[config.mk]
export PLATFORM = sky130hd
export DESIGN_NAME = sdadc_top
export DESIGN_NICKNAME = d
export VERILOG_FILES = /design/src/design/sdadc_pkg.sv /design/src/design/sdadc_top.sv /design/src/design/sample_fifo.sv /design/src/design/sample_trim.sv /design/src/design/sinc3_decimator.sv /design/src/design/sdadc_regs.sv
export SDC_FILE = /design/constraint.sdc
export NUM_CORES = 2
export LEC_CHECK = 0
export BUFFER_PORTS_ARGS = -buffer_cell sky130_fd_sc_hd__buf_2
export CORE_UTILIZATION = 38
export DETAILED_ROUTE_END_ITERATION = 16
export MAX_ROUTING_LAYER = met4
export PLACE_DENSITY = 0.58
export SYNTH_ARGS = -nofsm -noshare
export SYNTH_HDL_FRONTEND = slang
export SYNTH_SLANG_ARGS = --single-unit
[constraint.sdc]
create_clock -name word_clk -period 24.8 [get_ports word_clk]
set_input_delay 4.96 -clock word_clk [delete_from_list [all_inputs] [get_ports word_clk]]
set_output_delay 4.96 -clock word_clk [all_outputs]
set_load 0.02 [all_outputs]
[src/design/sdadc_pkg.sv]
package sdadc_pkg;

    localparam int FIFO_DEPTH = 8;
    localparam int SAMPLE_W = 16;
    localparam int ACC_W = 26;                          // Holds +/-256^3 with sign.

    localparam logic [4:0] REG_CTRL   = 5'h00;
    localparam logic [4:0] REG_OFFSET = 5'h04;
    localparam logic [4:0] REG_GAIN   = 5'h08;
    localparam logic [4:0] REG_STATUS = 5'h0C;
    localparam logic [4:0] REG_DATA   = 5'h10;

    // Gain is Q2.14, so 0x4000 is a gain of one.
    localparam int GAIN_FRAC = 14;
    localparam logic [SAMPLE_W-1:0] GAIN_RESET = 16'h4000;

    typedef enum logic [1:0]
    {
        OSR_32  = 2'd0,
        OSR_64  = 2'd1,
        OSR_128 = 2'd2,
        OSR_256 = 2'd3
    } osr_sel_e;

    typedef struct packed
    {
        logic                enable;
        osr_sel_e            osr_sel;
        logic                irq_en;
        logic [SAMPLE_W-1:0] offset;                    // Two's complement.
        logic [SAMPLE_W-1:0] gain;
    } sdadc_cfg_t;

    typedef struct packed
    {
        logic [3:0] level;
        logic       empty;
        logic       full;
        logic       overflow;
    } fifo_stat_t;

endpackage
[src/design/sdadc_top.sv]
`timescale 1ns/100ps

module sdadc_top
    import sdadc_pkg::*;
(
    input  logic        word_clk,
    input  logic        reset_i,
    input  logic        mdata_i,
    input  logic        mclk_en_i,
    input  logic        psel_i,
    input  logic        penable_i,
    input  logic        pwrite_i,
    input  logic [4:0]  paddr_i,
    input  logic [31:0] pwdata_i,
    output logic [31:0] prdata_o,
    output logic        pready_o,
    output logic        pslverr_o,
    output logic        irq_o
);

    sdadc_cfg_t          cfg;
    fifo_stat_t          fifo_stat;
    logic [SAMPLE_W-1:0] fifo_head;
    logic                fifo_pop;
    logic                fifo_clear;
    logic                ovf_clear;
    logic                dec_valid;
    logic [SAMPLE_W-1:0] dec_sample;
    logic                trim_valid;
    logic [SAMPLE_W-1:0] trim_sample;

    assign pready_o = 1'b1;                             // Every transfer completes at once.

    sdadc_regs i_sdadc_regs (
        .word_clk     (word_clk),
        .reset_i      (reset_i),
        .psel_i       (psel_i),
        .penable_i    (penable_i),
        .pwrite_i     (pwrite_i),
        .paddr_i      (paddr_i),
        .pwdata_i     (pwdata_i),
        .prdata_o     (prdata_o),
        .pslverr_o    (pslverr_o),
        .fifo_stat_i  (fifo_stat),
        .fifo_head_i  (fifo_head),
        .cfg_o        (cfg),
        .fifo_pop_o   (fifo_pop),
        .fifo_clear_o (fifo_clear),
        .ovf_clear_o  (ovf_clear),
        .irq_o        (irq_o)
    );

    sinc3_decimator i_sinc3_decimator (
        .word_clk     (word_clk),
        .reset_i      (reset_i),
        .mdata_i      (mdata_i),
        .mclk_en_i    (mclk_en_i),
        .cfg_i        (cfg),
        .dec_valid_o  (dec_valid),
        .dec_sample_o (dec_sample)
    );

    sample_trim i_sample_trim (
        .word_clk      (word_clk),
        .reset_i       (reset_i),
        .dec_valid_i   (dec_valid),
        .dec_sample_i  (dec_sample),
        .cfg_i         (cfg),
        .trim_valid_o  (trim_valid),
        .trim_sample_o (trim_sample)
    );

    sample_fifo i_sample_fifo (
        .word_clk    (word_clk),
        .reset_i     (reset_i),
        .push_i      (trim_valid),
        .push_data_i (trim_sample),
        .pop_i       (fifo_pop),
        .clear_i     (fifo_clear),
        .ovf_clear_i (ovf_clear),
        .head_o      (fifo_head),
        .stat_o      (fifo_stat)
    );

endmodule

[src/design/sample_fifo.sv]
`timescale 1ns/100ps

module sample_fifo
    import sdadc_pkg::*;
(
    input  logic                word_clk,
    input  logic                reset_i,
    input  logic                push_i,
    input  logic [SAMPLE_W-1:0] push_data_i,
    input  logic                pop_i,
    input  logic                clear_i,
    input  logic                ovf_clear_i,
    output logic [SAMPLE_W-1:0] head_o,
    output fifo_stat_t          stat_o
);

    logic [SAMPLE_W-1:0]           mem [FIFO_DEPTH];
    logic [$clog2(FIFO_DEPTH)-1:0] wr_ptr;
    logic [$clog2(FIFO_DEPTH)-1:0] rd_ptr;
    logic [3:0]                    level;
    logic                          overflow;
    logic                          empty;
    logic                          full;
    logic                          do_push;
    logic                          do_pop;

    assign empty   = (level == 4'd0);
    assign full    = (level == 4'(FIFO_DEPTH));
    assign do_pop  = pop_i && !empty;
    assign do_push = push_i && (!full || do_pop);       // A pop frees the slot this cycle.

    always_ff @(posedge word_clk or posedge reset_i)
    begin
        if (reset_i)
        begin
            wr_ptr   <= '0;
            rd_ptr   <= '0;
            level    <= '0;
            overflow <= 1'b0;
        end
        else if (clear_i)
        begin
            wr_ptr   <= '0;
            rd_ptr   <= '0;
            level    <= '0;
            overflow <= 1'b0;
        end
        else
        begin
            if (do_push)
            begin
                wr_ptr <= wr_ptr + 1'b1;
            end
            if (do_pop)
            begin
                rd_ptr <= rd_ptr + 1'b1;
            end
            if (do_push && !do_pop)
            begin
                level <= level + 4'd1;
            end
            else if (do_pop && !do_push)
            begin
                level <= level - 4'd1;
            end
            if (push_i && !do_push)
            begin
                overflow <= 1'b1;
            end
            else if (ovf_clear_i)
            begin
                overflow <= 1'b0;
            end
        end
    end

    always_ff @(posedge word_clk)
    begin
        if (do_push && !clear_i)
        begin
            mem[wr_ptr] <= push_data_i;
        end
    end

    assign head_o = mem[rd_ptr];

    always_comb
    begin
        stat_o.level    = level;
        stat_o.empty    = empty;
        stat_o.full     = full;
        stat_o.overflow = overflow;
    end

    a_level_bound: assert property (@(posedge word_clk) disable iff (reset_i)
        level <= 4'(FIFO_DEPTH));

endmodule

[src/design/sample_trim.sv]
`timescale 1ns/100ps

module sample_trim
    import sdadc_pkg::*;
(
    input  logic                word_clk,
    input  logic                reset_i,
    input  logic                dec_valid_i,
    input  logic [SAMPLE_W-1:0] dec_sample_i,
    input  sdadc_cfg_t          cfg_i,
    output logic                trim_valid_o,
    output logic [SAMPLE_W-1:0] trim_sample_o
);

    logic signed [17:0]        sum;
    logic signed [34:0]        prod;
    logic signed [20:0]        scaled;
    logic [SAMPLE_W-1:0]       sat_sample;

    // Two extra bits keep the offset add from wrapping.
    assign sum  = $signed(dec_sample_i) + $signed(cfg_i.offset);
    assign prod = sum * $signed({1'b0, cfg_i.gain});

    assign scaled = prod[GAIN_FRAC +: 21];

    always_comb
    begin
        if (&scaled[20:SAMPLE_W-1] || ~|scaled[20:SAMPLE_W-1])
        begin
            sat_sample = scaled[SAMPLE_W-1:0];
        end
        else
        begin
            sat_sample = {scaled[20], {(SAMPLE_W-1){~scaled[20]}}};
        end
    end

    always_ff @(posedge word_clk or posedge reset_i)
    begin
        if (reset_i)
        begin
            trim_valid_o <= 1'b0;
        end
        else
        begin
            trim_valid_o <= dec_valid_i;
        end
    end

    always_ff @(posedge word_clk)
    begin
        if (dec_valid_i)
        begin
            trim_sample_o <= sat_sample;
        end
    end

endmodule

[src/design/sinc3_decimator.sv]
`timescale 1ns/100ps

module sinc3_decimator
    import sdadc_pkg::*;
(
    input  logic                word_clk,
    input  logic                reset_i,
    input  logic                mdata_i,
    input  logic                mclk_en_i,
    input  sdadc_cfg_t          cfg_i,
    output logic                dec_valid_o,
    output logic [SAMPLE_W-1:0] dec_sample_o
);

    osr_sel_e                osr_q;
    logic                    flush;
    logic                    strobe;
    logic                    word_end;
    logic [7:0]              ratio_cnt;
    logic [7:0]              ratio_last;
    logic [3:0]              shift;
    logic signed [ACC_W-1:0] x_in;
    logic signed [ACC_W-1:0] int1, int2, int3;
    logic signed [ACC_W-1:0] int1_n, int2_n, int3_n;
    logic signed [ACC_W-1:0] int3_d, c1_d, c2_d;
    logic signed [ACC_W-1:0] c1, c2, c3;
    logic signed [ACC_W-1:0] c3_shift;
    logic [SAMPLE_W-1:0]     sat_sample;

    // A change of ratio restarts the filter from zero.
    assign flush  = !cfg_i.enable || (cfg_i.osr_sel != osr_q);
    assign strobe = mclk_en_i && cfg_i.enable;

    always_comb
    begin
        case (cfg_i.osr_sel)
            OSR_32:  begin ratio_last = 8'd31;  shift = 4'd0; end
            OSR_64:  begin ratio_last = 8'd63;  shift = 4'd3; end
            OSR_128: begin ratio_last = 8'd127; shift = 4'd6; end
            default: begin ratio_last = 8'd255; shift = 4'd9; end
        endcase
    end

    assign word_end = (ratio_cnt == ratio_last);

    // A one counts as +1 and a zero as -1.
    assign x_in = {{(ACC_W-1){~mdata_i}}, 1'b1};

    assign int1_n = int1 + x_in;
    assign int2_n = int2 + int1_n;
    assign int3_n = int3 + int2_n;

    assign c1 = int3_n - int3_d;
    assign c2 = c1 - c1_d;
    assign c3 = c2 - c2_d;

    assign c3_shift = c3 >>> shift;                     // Full scale becomes 2^15.

    always_comb
    begin
        if (&c3_shift[ACC_W-1:SAMPLE_W-1] || ~|c3_shift[ACC_W-1:SAMPLE_W-1])
        begin
            sat_sample = c3_shift[SAMPLE_W-1:0];
        end
        else
        begin
            sat_sample = {c3_shift[ACC_W-1], {(SAMPLE_W-1){~c3_shift[ACC_W-1]}}};
        end
    end

    always_ff @(posedge word_clk or posedge reset_i)
    begin
        if (reset_i)
        begin
            osr_q       <= OSR_32;
            ratio_cnt   <= '0;
            int1        <= '0;
            int2        <= '0;
            int3        <= '0;
            int3_d      <= '0;
            c1_d        <= '0;
            c2_d        <= '0;
            dec_valid_o <= 1'b0;
        end
        else
        begin
            osr_q       <= cfg_i.osr_sel;
            dec_valid_o <= 1'b0;
            if (flush)
            begin
                ratio_cnt <= '0;
                int1      <= '0;
                int2      <= '0;
                int3      <= '0;
                int3_d    <= '0;
                c1_d      <= '0;
                c2_d      <= '0;
            end
            else if (strobe)
            begin
                int1 <= int1_n;
                int2 <= int2_n;
                int3 <= int3_n;
                if (word_end)
                begin
                    ratio_cnt   <= '0;
                    int3_d      <= int3_n;
                    c1_d        <= c1;
                    c2_d        <= c2;
                    dec_valid_o <= 1'b1;
                end
                else
                begin
                    ratio_cnt <= ratio_cnt + 8'd1;
                end
            end
        end
    end

    always_ff @(posedge word_clk)
    begin
        if (strobe && word_end && !flush)
        begin
            dec_sample_o <= sat_sample;
        end
    end

    a_valid_single: assert property (@(posedge word_clk) disable iff (reset_i)
        dec_valid_o |=> !dec_valid_o);

endmodule

[src/design/sdadc_regs.sv]
`timescale 1ns/100ps

module sdadc_regs
    import sdadc_pkg::*;
(
    input  logic                word_clk,
    input  logic                reset_i,
    input  logic                psel_i,
    input  logic                penable_i,
    input  logic                pwrite_i,
    input  logic [4:0]          paddr_i,
    input  logic [31:0]         pwdata_i,
    output logic [31:0]         prdata_o,
    output logic                pslverr_o,
    input  fifo_stat_t          fifo_stat_i,
    input  logic [SAMPLE_W-1:0] fifo_head_i,
    output sdadc_cfg_t          cfg_o,
    output logic                fifo_pop_o,
    output logic                fifo_clear_o,
    output logic                ovf_clear_o,
    output logic                irq_o
);

    logic                access;
    logic                wr_en;
    logic                rd_en;
    logic                addr_hit;
    logic [31:0]         rd_data;
    logic                ctrl_enable;
    osr_sel_e            ctrl_osr;
    logic                ctrl_irq_en;
    logic [SAMPLE_W-1:0] offset_q;
    logic [SAMPLE_W-1:0] gain_q;

    assign access = psel_i && penable_i;
    assign wr_en  = access && pwrite_i && addr_hit;
    assign rd_en  = access && !pwrite_i;

    always_comb
    begin
        addr_hit = 1'b1;
        rd_data  = '0;
        case (paddr_i)
            REG_CTRL:   rd_data[4:0] = {ctrl_irq_en, 1'b0, ctrl_osr, ctrl_enable};
            REG_OFFSET: rd_data[SAMPLE_W-1:0] = offset_q;
            REG_GAIN:   rd_data[SAMPLE_W-1:0] = gain_q;
            REG_STATUS: rd_data[6:0] = {fifo_stat_i.overflow, fifo_stat_i.full,
                                        fifo_stat_i.empty, fifo_stat_i.level};
            REG_DATA:
            begin
                if (!fifo_stat_i.empty)
                begin
                    rd_data = {{(32-SAMPLE_W){fifo_head_i[SAMPLE_W-1]}}, fifo_head_i};
                end
            end
            default:    addr_hit = 1'b0;
        endcase
    end

    assign prdata_o  = rd_en ? rd_data : '0;
    assign pslverr_o = access && !addr_hit;

    // The FIFO acts on the same edge that ends the access phase.
    assign fifo_pop_o   = rd_en && (paddr_i == REG_DATA) && !fifo_stat_i.empty;
    assign fifo_clear_o = wr_en && (paddr_i == REG_CTRL) && pwdata_i[3];
    assign ovf_clear_o  = wr_en && (paddr_i == REG_STATUS) && pwdata_i[6];

    always_ff @(posedge word_clk or posedge reset_i)
    begin
        if (reset_i)
        begin
            ctrl_enable <= 1'b0;
            ctrl_osr    <= OSR_32;
            ctrl_irq_en <= 1'b0;
            offset_q    <= '0;
            gain_q      <= GAIN_RESET;
            irq_o       <= 1'b0;
        end
        else
        begin
            if (wr_en && (paddr_i == REG_CTRL))
            begin
                ctrl_enable <= pwdata_i[0];
                ctrl_osr    <= osr_sel_e'(pwdata_i[2:1]);
                ctrl_irq_en <= pwdata_i[4];
            end
            if (wr_en && (paddr_i == REG_OFFSET))
            begin
                offset_q <= pwdata_i[SAMPLE_W-1:0];
            end
            if (wr_en && (paddr_i == REG_GAIN))
            begin
                gain_q <= pwdata_i[SAMPLE_W-1:0];
            end
            irq_o <= ctrl_irq_en && !fifo_stat_i.empty;
        end
    end

    always_comb
    begin
        cfg_o.enable  = ctrl_enable;
        cfg_o.osr_sel = ctrl_osr;
        cfg_o.irq_en  = ctrl_irq_en;
        cfg_o.offset  = offset_q;
        cfg_o.gain    = gain_q;
    end

    // Zero wait states, so every access phase follows exactly one setup phase.
    a_apb_setup: assert property (@(posedge word_clk) disable iff (reset_i)
        (psel_i && penable_i) |-> $past(psel_i && !penable_i));

endmodule

### Word-level counts from Yosys, hierarchy flattened

Memories as Yosys holds them, arrays and structs flattened.
Index checks and enable logic that the tools add are counted.
W data, S select, Z words.

* register bits: 248
* latch bits: 0
* bits in writable memories: 128
* ROM bits: 0
* input bits: 44
* output and inout port bits: 35
* memories kept: 1

* $add $sub $neg: 12
* $mul: 1
* div/mod/pow operators: 0
* magnitude comparators: 0
* equality and inequality tests: 9
* shift operators: 1
* multiplexer cells: 44
* bitwise operators: 3
* reductions and logical operators: 53

Memory list
* i_sample_fifo.mem: depth 8, width 16, read ports 1, clocked after memory_dff 0, wr ports 1, line sample_fifo.sv:17 `logic [SAMPLE_W-1:0] mem [FIFO_DEPTH];`

Operators by type and width (number)
* $mux W26: 15
* $sub A26 B26 Y26: 3
* $mux W32: 2
* $add A26 B26 Y26: 2
* $mux W16: 3
* $mul A17 B17 Y34: 1
* $pmux W9 S3: 1
* $add A26 B2 Y26: 1
* $sshr A26 B4 Y26: 1
* $pmux W5 S5: 1
* $mux W8: 3
* $pmux W8 S3: 1
* $logic_and A1 B1 Y1: 23
* $add A16 B16 Y17: 1
* $mux W3: 4
* $mux W4: 3
* $pmux W4 S3: 1
* $logic_not A1 Y1: 11
* $reduce_and A11 Y1: 1
* $reduce_or A11 Y1: 1
* $eq A5 B4 Y1 const B: 2
* $mux W1: 9
* $add A8 B1 Y8 const B: 1
* $eq A8 B8 Y1: 1
* 21 further kinds: 31

### Logic depth before layout (Yosys ltp)

* depth in word-level cells: 12
* depth in mapped cells: 55
* mapped depth without buffers: 53

### Modules after synthesis

A second synthesis with hierarchy kept.

* cells, all modules: 3794
* area, all modules: 35695.5 um^2

Modules (own cells, without submodules)
* sinc3_decimator: instances 1, cells an instance 1982, area each 15896.5 um^2, seq. area each 4659.5 um^2
* sample_trim: instances 1, cells an instance 1343, area each 12027.8 um^2, seq. area each 505.5 um^2
* sample_fifo: instances 1, cells an instance 273, area each 5562.8 um^2, seq. area each 4119.0 um^2
* sdadc_regs: instances 1, cells an instance 194, area each 2197.1 um^2, seq. area each 927.1 um^2
* sdadc_top: instances 1, cells an instance 2, area each 11.3 um^2, seq. area each 0.0 um^2

### Least setup slack after synthesis

Ideal clock, no wire load.

* kind: input to register
* start: input port mdata_i
* end: register i_sinc3_decimator.dec_sample_o[10] (data pin)
* library setup time: 0.271 ns
* arrival: 15.237 ns
* slack: 9.291 ns
* cell stages on the path: 55
* cell sequence: inv_1 ha_1 a21o_1 a21oi_1 o21bai_1 a21oi_1 o21ai_0 a21oi_1 o21bai_1 a2111o_1 a31o_2 a21oi_1 xnor2_1 ha_1 nand3_1 nor3_1 a211o_1 a21oi_1 [19 not listed] xnor2_1 ha_1 a21o_1 a21oi_1 o21ai_0 a21oi_1 nor2_1 or4_1 clkbuf_1 mux2i_1 mux2_2 mux2i_1 nand4bb_1 nor3_1 and4_4 a211oi_4 buf_6 mux2i_1

* cells in the longest elaborated chain, start to end: 12
* elaborated cells between the ends (all ways): 14
* classes of those cells: add/sub: 6; shift: 1; mux: 1; bitwise: 2; reduce/logical: 4

RTL lines
* from (decl): line sdadc_top.sv:8 `input logic mdata_i,`
* $not A1 Y1 *: line sinc3_decimator.sv:47 `assign x_in = {{(ACC_W-1){~mdata_i}}, 1'b1};`
* $add A26 B2 Y26 *: line sinc3_decimator.sv:49 `assign int1_n = int1 + x_in;`
* $add A26 B26 Y26 *: line sinc3_decimator.sv:50 `assign int2_n = int2 + int1_n;`
* $add A26 B26 Y26 *: line sinc3_decimator.sv:51 `assign int3_n = int3 + int2_n;`
* $sub A26 B26 Y26 *: line sinc3_decimator.sv:53 `assign c1 = int3_n - int3_d;`
* $sub A26 B26 Y26 *: line sinc3_decimator.sv:54 `assign c2 = c1 - c1_d;`
* $sub A26 B26 Y26 *: line sinc3_decimator.sv:55 `assign c3 = c2 - c2_d;`
* $sshr A26 B4 Y26 *: line sinc3_decimator.sv:57 `assign c3_shift = c3 >>> shift;`
* $reduce_or A11 Y1: line sinc3_decimator.sv:61 `if (&c3_shift[ACC_W-1:SAMPLE_W-1] || ~|c3_shift[ACC_W-1:SAMPLE_W-1])`
* $logic_not A1 Y1: line sinc3_decimator.sv:61
* $logic_or A1 B1 Y1: line sinc3_decimator.sv:61
* $mux W16 *: line sinc3_decimator.sv:61
* named net i_sinc3_decimator.sat_sample[10]: line sinc3_decimator.sv:28 `logic [SAMPLE_W-1:0] sat_sample;`
* to (signal assigned): line sinc3_decimator.sv:124 `dec_sample_o <= sat_sample;`
* to (decl): line sinc3_decimator.sv:12 `output logic [SAMPLE_W-1:0] dec_sample_o`

Mark *: on every way through the listed nets, which the timed path passes. The rest lies on a longest branch.
A chain may end at the register's enable or synchronous reset.

### Worst setup path after layout

* start: input port mdata_i
* end: register i_sinc3_decimator.dec_sample_o[4] (data pin)

Same word-level chain as after synthesis.

==> results.ini <==
[floorplanning]
die_x_um = 306
initial_core_util_pct = 38.3
fp.dieH_um = 306
ioPinCount = 79
rows = 111
core_um2 = 91500
die_area_um2 = 93500

[synth]
netlist_area_um2 = 35100
ys_types = 83
synthArstFlopShare_pct = 57.4
synth_common_cells = nand2_1 (545), inv_1 (458), fa_1 (285)
synth_seq_cells = 376
yosysWarnings = 0
synth.most_common_cell = nand2_1
netlist.top_cell.by_area = fa_1
yosysTopAreaCellShare_pct = 16.3
yosysSeqAreaShare_pct = 29.1
syn_nets = 4328
synthTopCellsByArea = fa_1 (16%), dfrtp_1 (15%), edfxtp_1 (14%)
synth_edf_count = 160
avgSynthCellArea_um2 = 9.40
netlist_instances = 3731
synthFlopType = dfrtp_1

[power_and_ir_drop]
ir_drop_v = 0.0000518
power_mw = 1.93
p_per_area_nw_per_um2 = 50.7
p_leak_nw = 16.1

[sta]
timing.final.crit_share_pct = 68.3
fmax_mhz = 59.0
whs_ns = 0.483
rsz0062_at_grt = no
finalHoldViolCount = 0
fin_worst_skew_ns = 0.0263
setup_violations = 0
relSlewSlack_pct = 23.1
setup_tns_ns = 0
period_needed_ns = 16.94
slew_viol_final = 0
tightest_slew_ns = 1.15
setup_slack_ns = 7.86

[placement]
dpl.cell_count = 4850
port_buffers = 61
place.gp.congestion = 0.868
dpl_cell_area_um2 = 36600
dp_worst_setup_slack_ns = 7.39
dp_hpwl_um = 61500

[cts]
h-tree-depth = 2
insertion_delay_ns = 0.61
clkSinkCount = 376
cts_buffers = 44
cts_tree = built
cts_hold_buffers = 0
path_clk_slew_ns = 0.06
cts_setup_buffers = 0
postCtsResizedCells = 0
cts_root_buffer = clkbuf_16
clockBufferDepth = 3

[finish]
finalNetCount = 4307
diodes = 0
syn_to_final_growth_pct = 8.60
utilization_pct = 41.6
drive_gt1_share_pct = 8.87
fill_cells = 8998
layoutNonFillerInstCount = 4927
stdcell_area_um2 = 38100

[global_route]
grt_pass1_wl_um = 139000
use_met3_pct = 2.01
gr-usage-met1_pct = 25.3
antenna_found_initial = 0
grt_max_degree = 90
overflow = 0
track_usage_pct = 19.0
grtUsageMet2_pct = 31.3
grt_pass1_vias = 25500
grt_busiest_layer = met2

[detailed_routing]
viasPerCell = 5.20
dr.pass1.iters = 7
routed-via-count = 25600
drtAntennaViolNets = 0
wl_um = 84600
route.detailed.drc = 0
drt-initial-drc-count = 1541
routedWlPerCell_um = 17.2

[setup_path]
path_max_fanout = 25
worst_r2r_startpoint = i_sinc3_decimator.int1[0]
cp-start-kind = input pin
cp_common_cell = a21oi_1
cpMaxStageDelayCell = xnor2_2
cpPeakStageDelay_ns = 0.83
crit_type = input pin to flip-flop
path_buf_inv = 5
crit_required_ns = 25.09
cp-end-kind = flip-flop
crit_start = mdata_i
critPathArrivalTime_ns = 17.22
cpLargestDelayFamily = compound AO/OA/AOI/OAI gates

[status]
status = complete, no violations

[job]
cap_viol_max_count = 0

[min_path]
min_path_type = flip-flop to flip-flop
hold_start = i_sinc3_decimator.int3_d[24]

==> report_power, final <==
group	total, mW	switching [mW]	leakage (nW)	internal (mW)
clock network	0.675	0.280	0.719	0.394
registers	0.664	0.00429	4.44	0.660
logic	0.593	0.363	11.0	0.230
==> per-layer routing <==
metal  up-vias  share of wire, %
li1      12500                 -
met1     12700                47
met2       348                48
met3        75               3.3
met4         0               1.8
met5         -                 0
==> worst reg2reg max path: cells and delay by family, from the launching register on <==
| kind | cells | cell delay [ns] |
|---|---|---|
| compound gates | 20 | 5.06 |
| simple gates | 14 | 2.44 |
| fa+ha+maj | 6 | 2.14 |
| xor+xnor | 6 | 1.81 |
| flops | 1 | 0.45 |
| mux | 1 | 0.22 |
| buf+inv | 2 | 0.15 |
==> final timing paths <==
path,slack [ns],to,depth (start not counted)
worst max-delay path,7.86,i_sinc3_decimator.dec_sample_o[4],52
max in group asynchronous,18.87,i_sinc3_decimator.ratio_cnt[1],3
min in group asynchronous,4.42,i_sinc3_decimator.int1[16],2
worst min register to register,0.48,i_sinc3_decimator.int3_d[24],2
worst min-delay path,0.48,i_sinc3_decimator.int3_d[24],2
worst max register to register,12.22,i_sinc3_decimator.dec_sample_o[4],49
==> logic make-up after synthesis <==
group	count (synthesis)	synth area share, %
other	1	0.0107
DFF	376	29.1
and+or+nand+nor	1110	14.3
xor gates and xnor gates	182	4.66
AOI/OAI and AO/OA	720	13.0
buffers and inverters	641	7.09
muxes	148	5.96
adders and majority gates	553	25.8
==> state kept, by name, indices dropped and copies added, names as in the netlist, 2 cells and up <==
register and count:
i_sample_fifo.rd_ptr 3, i_sample_fifo.wr_ptr 3, i_sdadc_regs.ctrl_osr 2, i_sinc3_decimator.osr_q 2, i_sample_trim.trim_sample_o 16, i_sinc3_decimator.ratio_cnt 8, i_sinc3_decimator.int1 26, i_sdadc_regs.offset_q 16
i_sinc3_decimator.dec_sample_o 16, i_sinc3_decimator.int3_d 26, i_sinc3_decimator.int2 26, i_sample_fifo.mem 128, i_sinc3_decimator.c1_d 26, i_sinc3_decimator.c2_d 26, i_sample_fifo.level 4, i_sdadc_regs.gain_q 16
i_sinc3_decimator.int3 26
==> area by class of cell <==
class | instances | area (um2) | area share (%)
Clock inverter | 19 | 239 | 0.628
Multi-Input combinational cell | 2714 | 22500 | 59.0
Tap cell | 1186 | 1480 | 3.90
Inverter | 460 | 1730 | 4.55
Clock buffer | 58 | 1230 | 3.24
Sequential cell | 376 | 10200 | 26.8
Timing Repair Buffer | 114 | 703 | 1.85
==> layout by cell type, fill, tap and decap left out, types with 38 or more instances in the layout <==
master       n
nand2_1    544
inv_1      457
fa_1       285
a21oi_1    284
ha_1       268
nor2_1     216
dfrtp_1    213
edfxtp_1   160
xnor2_1    121
and2_1     118
o21ai_0     94
mux2_2      65
buf_2       61
buf_4       53
xor2_1      51
a21o_1      49
clkbuf_16   45
o21a_1      43
mux4_2      42
mux2i_1     40
a211oi_1    38
Power figures use the tool's default switching activity.
